`src/slurm16_pkg.sv`:
```
package slurm16_pkg;

	// ============================================================
	// word types
	// ============================================================

	typedef logic [15:0] word_t;
	typedef logic [15:0] addr_t;
	typedef logic [3:0]  reg_idx_t;
	typedef logic [3:0]  br_cond_t;

	// instruction class, bits 15..12
	typedef enum logic [3:0] {
		INS_NOP        = 4'd0,
		INS_ALU_SINGLE = 4'd1,
		INS_ALU_REG    = 4'd2,
		INS_ALU_IMM    = 4'd3,
		INS_BRANCH     = 4'd4,
		INS_RET        = 4'd5,
		INS_INT        = 4'd6,
		INS_LOAD_STORE = 4'd7,
		INS_PEEK_POKE  = 4'd8,
		INS_INT_EN     = 4'd9
	} ins_class_t;

	// two-operand ops below 16, single-register ops from 16 up
	typedef enum logic [4:0] {
		ALU_MOV  = 5'd0,
		ALU_ADD  = 5'd1,
		ALU_ADC  = 5'd2,
		ALU_SUB  = 5'd3,
		ALU_SBB  = 5'd4,
		ALU_AND  = 5'd5,
		ALU_OR   = 5'd6,
		ALU_XOR  = 5'd7,
		ALU_CMP  = 5'd8,
		ALU_TEST = 5'd9,
		ALU_ASR  = 5'd16,
		ALU_LSR  = 5'd17,
		ALU_LSL  = 5'd18,
		ALU_ROLC = 5'd19,
		ALU_RORC = 5'd20
	} alu_op_t;

	localparam br_cond_t BR_ALWAYS = 4'd0;
	localparam br_cond_t BR_Z      = 4'd1;
	localparam br_cond_t BR_NZ     = 4'd2;
	localparam br_cond_t BR_C      = 4'd3;
	localparam br_cond_t BR_NC     = 4'd4;
	localparam br_cond_t BR_S      = 4'd5;
	localparam br_cond_t BR_NS     = 4'd6;

	// ============================================================
	// decode helpers
	// ============================================================

	function automatic ins_class_t ins_class(input word_t ins);
		return ins_class_t'(ins[15:12]);
	endfunction

	function automatic alu_op_t alu_op_from_ins(input word_t ins);
		alu_op_t op;
		op = ALU_MOV; // unknown codes fall back to mov
		if (ins_class(ins) == INS_ALU_SINGLE) begin
			if (ins[11:8] <= 4'd4)
				op = alu_op_t'({1'b1, ins[11:8]});
		end else if (ins[11:8] <= 4'd9) begin
			op = alu_op_t'({1'b0, ins[11:8]});
		end
		return op;
	endfunction

	function automatic logic branch_taken(input word_t ins, input logic z, input logic c,
			input logic s);
		br_cond_t cond;
		cond = ins[11:8];
		case (cond)
			BR_ALWAYS: return 1'b1;
			BR_Z:      return z;
			BR_NZ:     return !z;
			BR_C:      return c;
			BR_NC:     return !c;
			BR_S:      return s;
			BR_NS:     return !s;
			default:   return 1'b0;
		endcase
	endfunction

	function automatic logic is_store(input word_t ins);
		return ins[8];
	endfunction

	function automatic logic is_poke(input word_t ins);
		return ins[8];
	endfunction

	function automatic logic is_int_enable(input word_t ins);
		return ins[0];
	endfunction

	function automatic logic writes_back(input alu_op_t op);
		return !(op == ALU_CMP || op == ALU_TEST); // compare and test touch flags only
	endfunction

endpackage

```
`src/slurm16_cpu_alu.sv`:
```
module slurm16_cpu_alu #(
	parameter int BITS = 16
) (
	input  logic                  CLK,
	input  logic                  RSTb,
	input  slurm16_pkg::alu_op_t  alu_op,
	input  logic [BITS-1:0]       alu_a,
	input  logic [BITS-1:0]       alu_b,
	input  slurm16_pkg::reg_idx_t alu_dest,
	input  logic                  alu_valid,
	input  logic                  int_flag_set,
	input  logic                  int_flag_clear,
	output logic                  wb_en,
	output slurm16_pkg::reg_idx_t wb_reg,
	output logic [BITS-1:0]       wb_data,
	output logic                  Z,
	output logic                  C,
	output logic                  S,
	output logic                  I
);

	import slurm16_pkg::*;

	logic [BITS:0]   ext; // carry out in top bit
	logic [BITS-1:0] res;
	logic            z_n;
	logic            c_n;
	logic            s_n;
	logic            upd_zs;

	// ============================================================
	// result and next flags
	// ============================================================

	always_comb begin
		ext    = '0;
		res    = alu_a;
		c_n    = C;
		upd_zs = 1'b1;
		case (alu_op)
			ALU_MOV: begin
				res    = alu_b;
				upd_zs = 1'b0; // flags untouched
			end
			ALU_ADD: ext = {1'b0, alu_a} + {1'b0, alu_b};
			ALU_ADC: ext = {1'b0, alu_a} + {1'b0, alu_b} + {{BITS{1'b0}}, C};
			ALU_SUB, ALU_CMP: ext = {1'b0, alu_a} - {1'b0, alu_b}; // carry is borrow
			ALU_SBB: ext = {1'b0, alu_a} - {1'b0, alu_b} - {{BITS{1'b0}}, C};
			ALU_AND, ALU_TEST: begin
				res = alu_a & alu_b;
				c_n = 1'b0;
			end
			ALU_OR: begin
				res = alu_a | alu_b;
				c_n = 1'b0;
			end
			ALU_XOR: begin
				res = alu_a ^ alu_b;
				c_n = 1'b0;
			end
			ALU_ASR: res = {alu_a[BITS-1], alu_a[BITS-1:1]};
			ALU_LSR: res = {1'b0, alu_a[BITS-1:1]};
			ALU_LSL: res = {alu_a[BITS-2:0], 1'b0};
			ALU_ROLC: begin
				res = {alu_a[BITS-2:0], C};
				c_n = alu_a[BITS-1];
			end
			ALU_RORC: begin
				res = {C, alu_a[BITS-1:1]};
				c_n = alu_a[0];
			end
			default: upd_zs = 1'b0;
		endcase
		if (alu_op inside {ALU_ADD, ALU_ADC, ALU_SUB, ALU_SBB, ALU_CMP}) begin
			res = ext[BITS-1:0];
			c_n = ext[BITS];
		end
		z_n = upd_zs ? (res == '0) : Z;
		s_n = upd_zs ? res[BITS-1] : S;
	end

	// ============================================================
	// status and writeback registers
	// ============================================================

	always_ff @(posedge CLK) begin
		if (!RSTb) begin
			wb_en <= 1'b0;
			Z     <= 1'b0;
			C     <= 1'b0;
			S     <= 1'b0;
			I     <= 1'b0;
		end else begin
			wb_en <= alu_valid && writes_back(alu_op);
			if (alu_valid) begin
				Z <= z_n;
				C <= c_n;
				S <= s_n;
			end
			if (int_flag_set)
				I <= 1'b1;
			else if (int_flag_clear)
				I <= 1'b0;
		end
	end

	always_ff @(posedge CLK) begin
		if (alu_valid) begin
			wb_reg  <= alu_dest;
			wb_data <= res;
		end
	end

	a_int_flag_excl: assert property (@(posedge CLK) disable iff (!RSTb)
		!(int_flag_set && int_flag_clear));

endmodule

```
`src/slurm16_cpu_exec_unit.sv`:
```
module slurm16_cpu_exec_unit #(
	parameter int BITS         = 16,
	parameter int ADDRESS_BITS = 16
) (
	input  logic                    CLK,
	input  logic                    RSTb,
	input  logic                    issue_valid,
	output logic                    issue_ready,
	input  logic [BITS-1:0]         instruction,
	input  logic [BITS-1:0]         imm,
	output logic                    load_memory,
	output logic                    store_memory,
	output logic [ADDRESS_BITS-1:0] load_store_address,
	output logic [BITS-1:0]         memory_out,
	output logic                    port_rd,
	output logic                    port_wr,
	output logic [ADDRESS_BITS-1:0] port_address,
	output logic [BITS-1:0]         port_out,
	output logic                    load_pc,
	output logic [ADDRESS_BITS-1:0] new_pc,
	output logic                    wb_en,
	output slurm16_pkg::reg_idx_t   wb_reg,
	output logic [BITS-1:0]         wb_data,
	output logic                    Z,
	output logic                    C,
	output logic                    S,
	output logic                    I
);

	import slurm16_pkg::*;

	logic [BITS-1:0] reg_a;
	logic [BITS-1:0] reg_b;
	alu_op_t         alu_op;
	logic [BITS-1:0] alu_a;
	logic [BITS-1:0] alu_b;
	reg_idx_t        alu_dest;
	logic            alu_valid;
	logic            int_flag_set;
	logic            int_flag_clear;

	slurm16_cpu_registers #(.BITS(BITS)) u_registers (
		.CLK(CLK), .RSTb(RSTb),
		.ra_idx(instruction[7:4]), .rb_idx(instruction[3:0]), // regA / regB fields
		.ra_data(reg_a), .rb_data(reg_b),
		.wb_en(wb_en), .wb_reg(wb_reg), .wb_data(wb_data)
	);

	slurm16_cpu_execute #(.BITS(BITS), .ADDRESS_BITS(ADDRESS_BITS)) u_execute (
		.CLK(CLK), .RSTb(RSTb),
		.instruction(instruction), .imm(imm),
		.issue_valid(issue_valid), .issue_ready(issue_ready),
		.regA(reg_a), .regB(reg_b), .Z(Z), .C(C), .S(S),
		.alu_op(alu_op), .alu_a(alu_a), .alu_b(alu_b),
		.alu_dest(alu_dest), .alu_valid(alu_valid),
		.load_memory(load_memory), .store_memory(store_memory),
		.load_store_address(load_store_address), .memory_out(memory_out),
		.port_rd(port_rd), .port_wr(port_wr),
		.port_address(port_address), .port_out(port_out),
		.load_pc(load_pc), .new_pc(new_pc),
		.int_flag_set(int_flag_set), .int_flag_clear(int_flag_clear)
	);

	slurm16_cpu_alu #(.BITS(BITS)) u_alu (
		.CLK(CLK), .RSTb(RSTb),
		.alu_op(alu_op), .alu_a(alu_a), .alu_b(alu_b),
		.alu_dest(alu_dest), .alu_valid(alu_valid),
		.int_flag_set(int_flag_set), .int_flag_clear(int_flag_clear),
		.wb_en(wb_en), .wb_reg(wb_reg), .wb_data(wb_data),
		.Z(Z), .C(C), .S(S), .I(I)
	);

endmodule

```
`src/slurm16_cpu_execute.sv`:
```
module slurm16_cpu_execute #(
	parameter int BITS         = 16,
	parameter int ADDRESS_BITS = 16
) (
	input  logic                     CLK,
	input  logic                     RSTb,
	input  logic [BITS-1:0]          instruction,
	input  logic [BITS-1:0]          imm,
	input  logic                     issue_valid,
	output logic                     issue_ready,
	input  logic [BITS-1:0]          regA,
	input  logic [BITS-1:0]          regB,
	input  logic                     Z,
	input  logic                     C,
	input  logic                     S,
	output slurm16_pkg::alu_op_t     alu_op,
	output logic [BITS-1:0]          alu_a,
	output logic [BITS-1:0]          alu_b,
	output slurm16_pkg::reg_idx_t    alu_dest,
	output logic                     alu_valid,
	output logic                     load_memory,
	output logic                     store_memory,
	output logic [ADDRESS_BITS-1:0]  load_store_address,
	output logic [BITS-1:0]          memory_out,
	output logic                     port_rd,
	output logic                     port_wr,
	output logic [ADDRESS_BITS-1:0]  port_address,
	output logic [BITS-1:0]          port_out,
	output logic                     load_pc,
	output logic [ADDRESS_BITS-1:0]  new_pc,
	output logic                     int_flag_set,
	output logic                     int_flag_clear
);

	import slurm16_pkg::*;

	ins_class_t cls;
	reg_idx_t   ra_f;
	reg_idx_t   rb_f;
	logic       is_alu;
	logic       is_executing;
	logic       reads_a;
	logic       reads_b;
	logic       hazard;
	logic [1:0] pend_alu; // [0] execute stage, [1] alu stage
	logic [1:0] pend_wb;
	reg_idx_t   pend_dst [2];

	assign cls          = ins_class(instruction);
	assign ra_f         = instruction[7:4];
	assign rb_f         = instruction[3:0];
	assign is_alu       = cls inside {INS_ALU_SINGLE, INS_ALU_REG, INS_ALU_IMM};
	assign is_executing = issue_valid && issue_ready;
	assign alu_valid    = pend_alu[0];

	// ============================================================
	// hazard interlock
	// ============================================================

	always_comb begin
		reads_a = cls inside {INS_ALU_SINGLE, INS_ALU_REG, INS_ALU_IMM, INS_BRANCH, INS_RET,
			INS_LOAD_STORE, INS_PEEK_POKE};
		reads_b = cls inside {INS_ALU_REG, INS_LOAD_STORE, INS_PEEK_POKE};
		hazard  = 1'b0;
		for (int i = 0; i < 2; i++) begin
			if (pend_wb[i] && ((reads_a && pend_dst[i] == ra_f) || (reads_b && pend_dst[i] == rb_f)))
				hazard = 1'b1;
		end
		if (cls == INS_BRANCH && |pend_alu)
			hazard = 1'b1; // flags not settled yet
	end

	assign issue_ready = !hazard;

	always_ff @(posedge CLK) begin
		if (!RSTb) begin
			pend_alu <= '0;
			pend_wb  <= '0;
		end else begin
			pend_alu <= {pend_alu[0], is_executing && is_alu};
			pend_wb  <= {pend_wb[0], is_executing && is_alu && writes_back(alu_op_from_ins(instruction))};
		end
	end

	// ============================================================
	// alu operand registers
	// ============================================================

	always_ff @(posedge CLK) begin
		pend_dst[1] <= pend_dst[0];
		if (is_executing && is_alu) begin
			alu_op      <= alu_op_from_ins(instruction);
			alu_a       <= regA;
			alu_b       <= (cls == INS_ALU_IMM) ? imm : regB; // immediate form
			alu_dest    <= ra_f;
			pend_dst[0] <= ra_f;
		end
	end

	// ============================================================
	// branch, memory, port, interrupt flag
	// ============================================================

	always_comb begin
		load_pc            = 1'b0;
		new_pc             = '0;
		load_memory        = 1'b0;
		store_memory       = 1'b0;
		load_store_address = '0;
		memory_out         = '0;
		port_rd            = 1'b0;
		port_wr            = 1'b0;
		port_address       = '0;
		port_out           = '0;
		int_flag_set       = 1'b0;
		int_flag_clear     = 1'b0;
		if (is_executing) begin
			case (cls)
				INS_BRANCH: begin
					if (branch_taken(instruction, Z, C, S)) begin
						load_pc = 1'b1;
						new_pc  = ADDRESS_BITS'(regA + imm);
					end
				end
				INS_RET: begin
					load_pc = 1'b1;
					new_pc  = ADDRESS_BITS'(regA);
				end
				INS_INT: begin
					load_pc = 1'b1;
					new_pc  = ADDRESS_BITS'({instruction[3:0], 1'b0}); // vector times two
				end
				INS_LOAD_STORE: begin
					load_store_address = ADDRESS_BITS'(regB + imm);
					if (is_store(instruction)) begin
						store_memory = 1'b1;
						memory_out   = regA;
					end else begin
						load_memory = 1'b1;
					end
				end
				INS_PEEK_POKE: begin
					port_address = ADDRESS_BITS'(regB + imm);
					if (is_poke(instruction)) begin
						port_wr  = 1'b1;
						port_out = regA;
					end else begin
						port_rd = 1'b1;
					end
				end
				INS_INT_EN: begin
					int_flag_set   = is_int_enable(instruction);
					int_flag_clear = !is_int_enable(instruction);
				end
				default: ;
			endcase
		end
	end

endmodule

```
`src/slurm16_cpu_registers.sv`:
```
module slurm16_cpu_registers #(
	parameter int BITS = 16
) (
	input  logic                  CLK,
	input  logic                  RSTb,
	input  slurm16_pkg::reg_idx_t ra_idx,
	input  slurm16_pkg::reg_idx_t rb_idx,
	output logic [BITS-1:0]       ra_data,
	output logic [BITS-1:0]       rb_data,
	input  logic                  wb_en,
	input  slurm16_pkg::reg_idx_t wb_reg,
	input  logic [BITS-1:0]       wb_data
);

	import slurm16_pkg::*;

	localparam int NUM_REGS = 1 << $bits(reg_idx_t);

	logic [BITS-1:0] regs [NUM_REGS];

	always_ff @(posedge CLK) begin
		if (!RSTb) begin
			for (int i = 0; i < NUM_REGS; i++)
				regs[i] <= '0;
		end else if (wb_en) begin
			regs[wb_reg] <= wb_data;
		end
	end

	// write-through so a result is readable in its writeback cycle
	always_comb begin
		ra_data = regs[ra_idx];
		rb_data = regs[rb_idx];
		if (wb_en && wb_reg == ra_idx)
			ra_data = wb_data;
		if (wb_en && wb_reg == rb_idx)
			rb_data = wb_data;
	end

	a_wb_reg_known: assert property (@(posedge CLK) disable iff (!RSTb)
		wb_en |-> !$isunknown(wb_reg))
		else $error("wb_reg unknown during writeback");

endmodule

```
`config.mk`:
```
export PLATFORM = sky130hd
export DESIGN_NAME = slurm16_cpu_exec_unit
export DESIGN_NICKNAME = d
export VERILOG_FILES = /design/src/slurm16_pkg.sv /design/src/slurm16_cpu_alu.sv /design/src/slurm16_cpu_exec_unit.sv /design/src/slurm16_cpu_execute.sv /design/src/slurm16_cpu_registers.sv
export SDC_FILE = /design/constraint.sdc
export NUM_CORES = 1
export LEC_CHECK = 0
export ABC_AREA = 1
export BUFFER_PORTS_ARGS = -buffer_cell sky130_fd_sc_hd__buf_2
export CAP_MARGIN = 20
export CORE_MARGIN = 5
export CORE_UTILIZATION = 30
export DETAILED_ROUTE_END_ITERATION = 10
export SETUP_SLACK_MARGIN = 0.15
export SYNTH_ARGS = -nofsm -noshare
export SYNTH_HDL_FRONTEND = slang
export SYNTH_SLANG_ARGS = --single-unit
export TNS_END_PERCENT = 50
```
`constraint.sdc`:
```
create_clock -name CLK -period 7.28 [get_ports CLK]
set_input_delay 0.364 -clock CLK [delete_from_list [all_inputs] [get_ports CLK]]
set_output_delay 0.364 -clock CLK [all_outputs]
set_load 0.01 [all_outputs]
```
# ---- Word-level counts from Yosys, hierarchy flattened
# Memory sizes are Yosys's and may differ from the RTL's.
# Cells that the tools add are included.
dict set report classes {
  add_sub_neg 6
  n_reduce_logical 42
  eq_ne 37
  mux 59
  magnitude_cmp 2
  bitwise 3
}
# op n
set ops {}
lappend ops {{16-bit two-way mux} 16}
lappend ops {{16-bit case mux with 9 select lines} 1}
lappend ops {{17-bit case mux with 4 select lines} 1}
lappend ops {{16-bit case mux with 3 select lines} 1}
lappend ops {{16-bit adder} 2}
lappend ops {{1-bit two-way mux} 32}
lappend ops {{4-bit by 3-bit equality test with 1-bit output (second input constant)} 7}
lappend ops {{5-bit equality test (second input constant)} 5}
lappend ops {{4-bit equality test} 6}
lappend ops {{5-bit by 3-bit equality test with 1-bit output (second input constant)} 4}
lappend ops {{5-bit by 4-bit equality test with 1-bit output (second input constant)} 4}
lappend ops {{16-bit by 16-bit adder with 17-bit output} 1}
lappend ops {{17-bit by 1-bit adder with 17-bit output} 1}
lappend ops {{16-bit by 16-bit subtractor with 17-bit output} 1}
lappend ops {{17-bit by 1-bit subtractor with 17-bit output} 1}
lappend ops {{16-bit AND} 1}
lappend ops {{4-bit by 2-bit equality test with 1-bit output (second input constant)} 4}
lappend ops {{16-bit logical NOT} 1}
lappend ops {{16-bit OR} 1}
lappend ops {{16-bit OR reduction} 1}
lappend ops {{16-bit bitwise XOR} 1}
lappend ops {{5-bit two-way mux} 3}
lappend ops {{14-bit OR reduction} 1}
lappend ops {{1-bit logical AND} 13}
lappend ops {{other kinds (22)} 40}
dict set report totals {
  input_bits 35
  memories 2
  register_bits 70
  elab_cells 164
  mem_bits_rw 264
}
# name depth width rd rd_ports_with_merged_regs write_ports line
set memory_table {}
lappend memory_table {u_registers.regs 16 16 2 0 16 slurm16_cpu_registers.sv:19} ;# logic [BITS-1:0] regs [NUM_REGS];
lappend memory_table {u_execute.pend_dst 2 4 2 0 2 slurm16_cpu_execute.sv:47} ;# reg_idx_t pend_dst [2];

# ---- Depth between registers and ports, before layout
dict set report depth {
  word_depth 14
  depth_mapped 24
  depth_no_buf 23
}

# ---- Cells and area by module
# From an unflattened synthesis, not the netlist that was laid out.
dict set report unflattened {
  cells_unflattened 3711
  hier_area_um2 25727.2
}
# module area_per_inst_um2 n_inst cells_per_inst
set by_module_without_submodules {}
lappend by_module_without_submodules {slurm16_cpu_registers 15503.6 1 2089}
lappend by_module_without_submodules {slurm16_cpu_alu 5545.3 1 964}
lappend by_module_without_submodules {slurm16_cpu_execute 4678.2 1 658}

# ---- Worst setup path before layout
# No wires, ideal clock.
dict set report synth_path {
  path_type {in2out}
  from {in instruction[0]}
  to {out load_store_address[14]}
  stages 23
  t_required_ns 6.916
  slack_ns 3.292
  arrival_time_ns 3.624
  cell_sequence {buf_2 clkbuf_1 clkbuf_1 buf_2 o211ai_1 nand3_1 o211ai_1 a31oi_1 ha_1 fa_1 a21oi_1 o21ai_0 nand2_1 nand2_1 nand2_1 nand2_1 o21ai_0 o21ai_0 a21oi_1 nor2_1 nor2_1 xor2_1 nor2_1}
}
dict set report synth_between {
  elab_chain_cells 10
}
# item line
set synth_lines {}
lappend synth_lines {{start, declared} slurm16_cpu_exec_unit.sv:9} ;# input logic [BITS-1:0] instruction,
lappend synth_lines {{branches (longest 9 deep; another with memory read 16 x 16 bit)} n/a}
lappend synth_lines {{16-bit two-way mux (*)} slurm16_cpu_execute.sv:117} ;# if (is_executing) begin
lappend synth_lines {{end, declared} slurm16_cpu_exec_unit.sv:13} ;# output logic [ADDRESS_BITS-1:0] load_store_address,
# Mark *: on every way between the ends.

# ---- Worst setup path after layout
dict set report layout_path {
  from {in instruction[4]}
  to {out new_pc[11]}
}
# item line
set layout_lines {}
lappend layout_lines {{branches (longest 2 deep; another with memory read 16 x 16 bit)} n/a}
lappend layout_lines {{16-bit two-way mux (*)} slurm16_cpu_registers.sv:34} ;# if (wb_en && wb_reg == ra_idx)
lappend layout_lines {{net reg_a[2]} slurm16_cpu_exec_unit.sv:32} ;# logic [BITS-1:0] reg_a;
lappend layout_lines {{16-bit adder (*)} slurm16_cpu_execute.sv:122} ;# new_pc = ADDRESS_BITS'(regA + imm);
lappend layout_lines {{16-bit two-way mux (*)} slurm16_cpu_execute.sv:120} ;# if (branch_taken(instruction, Z, C, S)) begin
lappend layout_lines {{16-bit case mux with 3 select lines (*)} slurm16_cpu_execute.sv:118} ;# case (cls)
lappend layout_lines {{16-bit two-way mux (*)} slurm16_cpu_execute.sv:117}
lappend layout_lines {{end, declared} slurm16_cpu_exec_unit.sv:20} ;# output logic [ADDRESS_BITS-1:0] new_pc,
# Mark *: on every way through the listed nets, which the timed path passes.

==> impl_metrics.py <==
metrics = {
    "worst_setup_path": {
        "path_class": "in -> out",
        "crit_fanout": 127,
        "cell_chain_critical_path": "buf_6 -> inv_2 -> a221oi_1 -> o2111ai_2 -> buf_4 -> o21ai_0 -> inv_1 -> ha_1 -> a21oi_1 -> o21ai_0 -> a21oi_1 -> nor2_1 -> o21ai_0 -> nand2_1 -> nand2_1 -> a21oi_1 -> nand3_1 -> nand2_1 -> a21oi_1 -> o21ai_0 -> a21oi_1 -> buf_2",
        "reg2reg_from": "u_execute.alu_a[0]$_DFFE_PP_",
        "critPathSlowestCell": "sky130_fd_sc_hd__buf_6",
        "worst-path-buf-inv": 5,
        "required_ns": 6.92,
        "worstReg2RegEnd": "u_alu.Z$_SDFFE_PN0P_",
        "r2r.worst_path.cells": 21,
        "largest_stage_delay_worst_path_ns": 0.59,
        "timing.critical_path.from_type": "input port",
        "crit_path_frequent_cell": "sky130_fd_sc_hd__a21oi_1",
        "cp-end-kind": "primary output",
        "rrSetupSlack_ns": 3.43,
        "timing.critical_path.arrival_ns": 5.41,
        "timing.critical_path.max_delay_family": "compound AO/OA/AOI/OAI gates",
    },
    "floorplan": {
        "chipWidth_um": 290,
        "dieArea_um2": 84200,
        "initial_utilization_pct": 30.3,
        "placement_rows": 102,
        "ios": 146,
        "core_region_area_um2": 77600,
        "die-height_um": 290,
    },
    "place": {
        "place.port_buffers": 145,
        "place.detailed.instances": 4183,
        "gp_congestion": 0.954,
        "dpl.hpwl_um": 66100,
    },
    "drt": {
        "detail_route.vias_per_cell": 5.36,
        "routed_wire_length_per_instance_um": 21.6,
        "detail_route.iter0.violations": 3029,
        "vias": 22817,
        "drt_drc_violations_left": 0,
        "antenna_left": 0,
        "wirelength_routed_um": 92000,
        "number_of_optimization_iterations_in_the_first_detailed_route_pass": 8,
    },
    "sta": {
        "final_period_minus_worst_setup_slack_ns": 5.77,
        "clock-skew-final_ns": 0.0577,
        "timing_max_transition_violations_final": 0,
        "maxSlewHeadroom_pct": 28.2,
        "grt_setup_unrepaired": "no",
        "finalSetupViolCount": 0,
        "fmax_ghz": 0.173,
        "layout_worst_path_cycle_share_pct": 79.3,
        "worst_slew_pin_slew_ns": 1.07,
        "hold_violations_final": 0,
        "fin_setup_tns_ns": 0,
        "final.hold.worst_slack_ns": 0.117,
    },
    "flow_run": {
        "cap_viol_max_count": 0,
    },
    "grt": {
        "initial_antenna_violation_count": 5,
        "wire_length_of_the_first_global_routing_pass_um": 136000,
        "largest_net_degree_at_the_start_of_global_routing": 128,
        "first_global_vias": 21329,
        "global_route.overflow_total": 0,
        "grtUsageTotal_pct": 20.8,
    },
    "cts": {
        "holdBufCountCts": 0,
        "clock_insertion_delay_worst_skew_ns": 0.60,
        "number_of_buffers_on_the_longest_clock_path": 3,
        "postCtsSetupRepairBufs": 0,
        "master_cell_of_the_clock_root_buffer": "sky130_fd_sc_hd__clkbuf_16",
        "cts_resized": 0,
        "tritoncts_clock_tree": "yes",
        "ctsHtreeMaxLevel": 2,
        "tritoncts.num_buffers": 40,
        "path_clk_slew_ns": 0.06,
        "cts_num_sinks": 330,
    },
    "cells_and_area": {
        "layout.cells.most_common": "sky130_fd_sc_hd__nor2_1",
        "largest-register": "u_registers.regs",
        "number_of_fill_cells_in_the_layout": 8247,
        "finalNetCount": 3311,
        "syn2layout_area_growth_pct": 12.1,
        "layout-drive-gt1-share_pct": 9.59,
        "finalCoreUtilization_pct": 34.0,
        "instances_no_fill": 4253,
        "most_frequent_cells_in_the_layout": "sky130_fd_sc_hd__nor2_1 (535), sky130_fd_sc_hd__nand2_1 (533), sky130_fd_sc_hd__inv_1 (341)",
        "largest_reg_flops": 256,
    },
    "synthesis": {
        "yosysSeqAreaShare_pct": 41.5,
        "async_reset_ff_share_pct": 0,
        "synth-main-ff-cell": "sky130_fd_sc_hd__edfxtp_1",
        "synth_fp_nets": 3279,
        "synth_register_bits": 330,
        "synthesis.yosys.warnings": 0,
        "syn_area_um2": 23500,
        "synth_cell_type_count": 51,
        "post_synth.cell_area_avg_um2": 7.47,
        "synth-edff-count": 317,
        "post_synth_inst_count": 3153,
    },
    "hold_path": {
        "hold_depth": 3,
        "min_delay_worst_endpoint": "u_execute.alu_b[14]$_DFFE_PP_",
        "worst_hold_startpoint": "imm[14]",
        "hold_class": "in -> reg",
    },
    "pwr": {
        "share_seq_of_total_power_pct": 41.8,
        "comb_power_share_pct": 17.1,
        "clkPwrFrac_pct": 41.1,
        "power.internal_w": 0.00367,
        "power.share.switching_pct": 30.1,
        "net-switching-power_w": 0.00158,
        "power_per_cell_area_nw_per_um2": 199,
        "power.static_leakage_nw": 11.2,
        "irDropWorstVdd_mv": 0.148,
    },
    "outcome": {
        "outcome": "completed",
    },
}
stage by stage:
step / power, W / instance area, um2 / setup WS, ns
5_1_grt: 0.00543 / 26400 / 1.12
3_5_place_dp: 0.00311 / 25000 / 1.64
2_1_floorplan: 0.00280 / 23500 / 3.29
4_1_cts: 0.00524 / 26400 / 1.62
3_3_place_gp: 0.00311 / 25000 / 1.68
6_report: 0.00524 / 26400 / 1.51
power groups by stage:
stage | Clock, W | Combinational, W | Sequential (W)
2_1_floorplan | 0 | 0.000587 | 0.00222
3_3_place_gp | 0 | 0.000878 | 0.00223
3_5_place_dp | 0 | 0.000880 | 0.00223
4_1_cts | 0.00217 | 0.000884 | 0.00219
5_1_grt | 0.00226 | 0.000980 | 0.00220
6_report | 0.00216 | 0.000897 | 0.00219
worst register-to-register path, cell delays in order (launching register included):
cell	delay [ns]
sky130_fd_sc_hd__edfxtp_1	0.45
sky130_fd_sc_hd__inv_1	0.15
sky130_fd_sc_hd__ha_1	0.16
sky130_fd_sc_hd__inv_1	0.09
sky130_fd_sc_hd__fa_1	0.47
sky130_fd_sc_hd__nand2_1	0.11
sky130_fd_sc_hd__nand2_1	0.10
sky130_fd_sc_hd__nand3_1	0.11
sky130_fd_sc_hd__nand2_1	0.15
sky130_fd_sc_hd__nand2_1	0.14
sky130_fd_sc_hd__nand2_1	0.08
sky130_fd_sc_hd__nand2_1	0.06
sky130_fd_sc_hd__nand2_1	0.11
sky130_fd_sc_hd__nor2_1	0.24
sky130_fd_sc_hd__nand3_1	0.11
sky130_fd_sc_hd__nand3_1	0.13
sky130_fd_sc_hd__nand3_1	0.15
sky130_fd_sc_hd__nor2_1	0.36
sky130_fd_sc_hd__nand2_1	0.09
sky130_fd_sc_hd__nor2_1	0.14
sky130_fd_sc_hd__nand3_1	0.20
sky130_fd_sc_hd__a21oi_1	0.17
logic make-up after synthesis:
logic type,count (synthesis),share of synthesized area [%]
xor gates and xnor gates,31,1.18
adders and majority gates,91,4.96
AOI/OAI and AO/OA,732,17.7
and+or+nand+nor,1425,25.4
buffers and inverters,544,9.16
DFF,330,41.5
worst max-delay path by stage:
stage                        start  slack [ns]  cells after the start                endpoint
finish              instruction[4]        1.51                     22              new_pc[11]
global route        instruction[4]        1.12                     22              new_pc[11]
CTS                 instruction[4]        1.62                     22              new_pc[11]
detailed placement  instruction[4]        1.64                     22              new_pc[11]
global placement    instruction[4]        1.68                     22              new_pc[11]
floorplan           instruction[0]        3.29                     23  load_store_address[14]
layer usage:
| layer | vias to the layer above | share of wire [%] | track usage, % |
|---|---|---|---|
| met3 | 219 | 8.5 | 3.48 |
| met1 | 10755 | 40 | 26.8 |
| met5 | - | 0.013 | 0 |
| li1 | 10730 | - | - |
| met4 | 2 | 5.8 | 10.4 |
| met2 | 1111 | 46 | 33.6 |
final cells by class:
cell class | instances | area [um2] | share of cell area (%)
Multi-Input combinational cell | 2279 | 11600 | 44.0
Sequential cell | 330 | 9780 | 37.1
Inverter | 363 | 1370 | 5.17
Tap cell | 1040 | 1300 | 4.93
Clock buffer | 45 | 1020 | 3.86
Timing Repair Buffer | 171 | 938 | 3.56
Clock inverter | 24 | 363 | 1.37
Antenna cell | 1 | 2.50 | 0.00948
Yosys cell counts (15+ instances only):
| library cell | n | area (um2) |
|---|---|---|
| sky130_fd_sc_hd__inv_1 | 341 | 1280 |
| sky130_fd_sc_hd__a31oi_1 | 25 | 156 |
| sky130_fd_sc_hd__edfxtp_1 | 317 | 9520 |
| sky130_fd_sc_hd__xor2_1 | 19 | 166 |
| sky130_fd_sc_hd__ha_1 | 87 | 1090 |
| sky130_fd_sc_hd__a21oi_1 | 207 | 1040 |
| sky130_fd_sc_hd__nor2_2 | 15 | 93.8 |
| sky130_fd_sc_hd__nand3_1 | 242 | 1210 |
| sky130_fd_sc_hd__nor2_1 | 535 | 2010 |
| sky130_fd_sc_hd__o211ai_1 | 142 | 1070 |
| sky130_fd_sc_hd__inv_2 | 17 | 63.8 |
| sky130_fd_sc_hd__buf_2 | 36 | 180 |
| sky130_fd_sc_hd__nor3_1 | 18 | 90.1 |
| sky130_fd_sc_hd__o22ai_1 | 24 | 150 |
| sky130_fd_sc_hd__nand2_2 | 23 | 144 |
| sky130_fd_sc_hd__clkbuf_1 | 121 | 454 |
| sky130_fd_sc_hd__o21ai_0 | 299 | 1500 |
| sky130_fd_sc_hd__nand4_1 | 31 | 194 |
| sky130_fd_sc_hd__nand2_1 | 533 | 2000 |
Note: power is estimated with default switching activity, not from simulation.
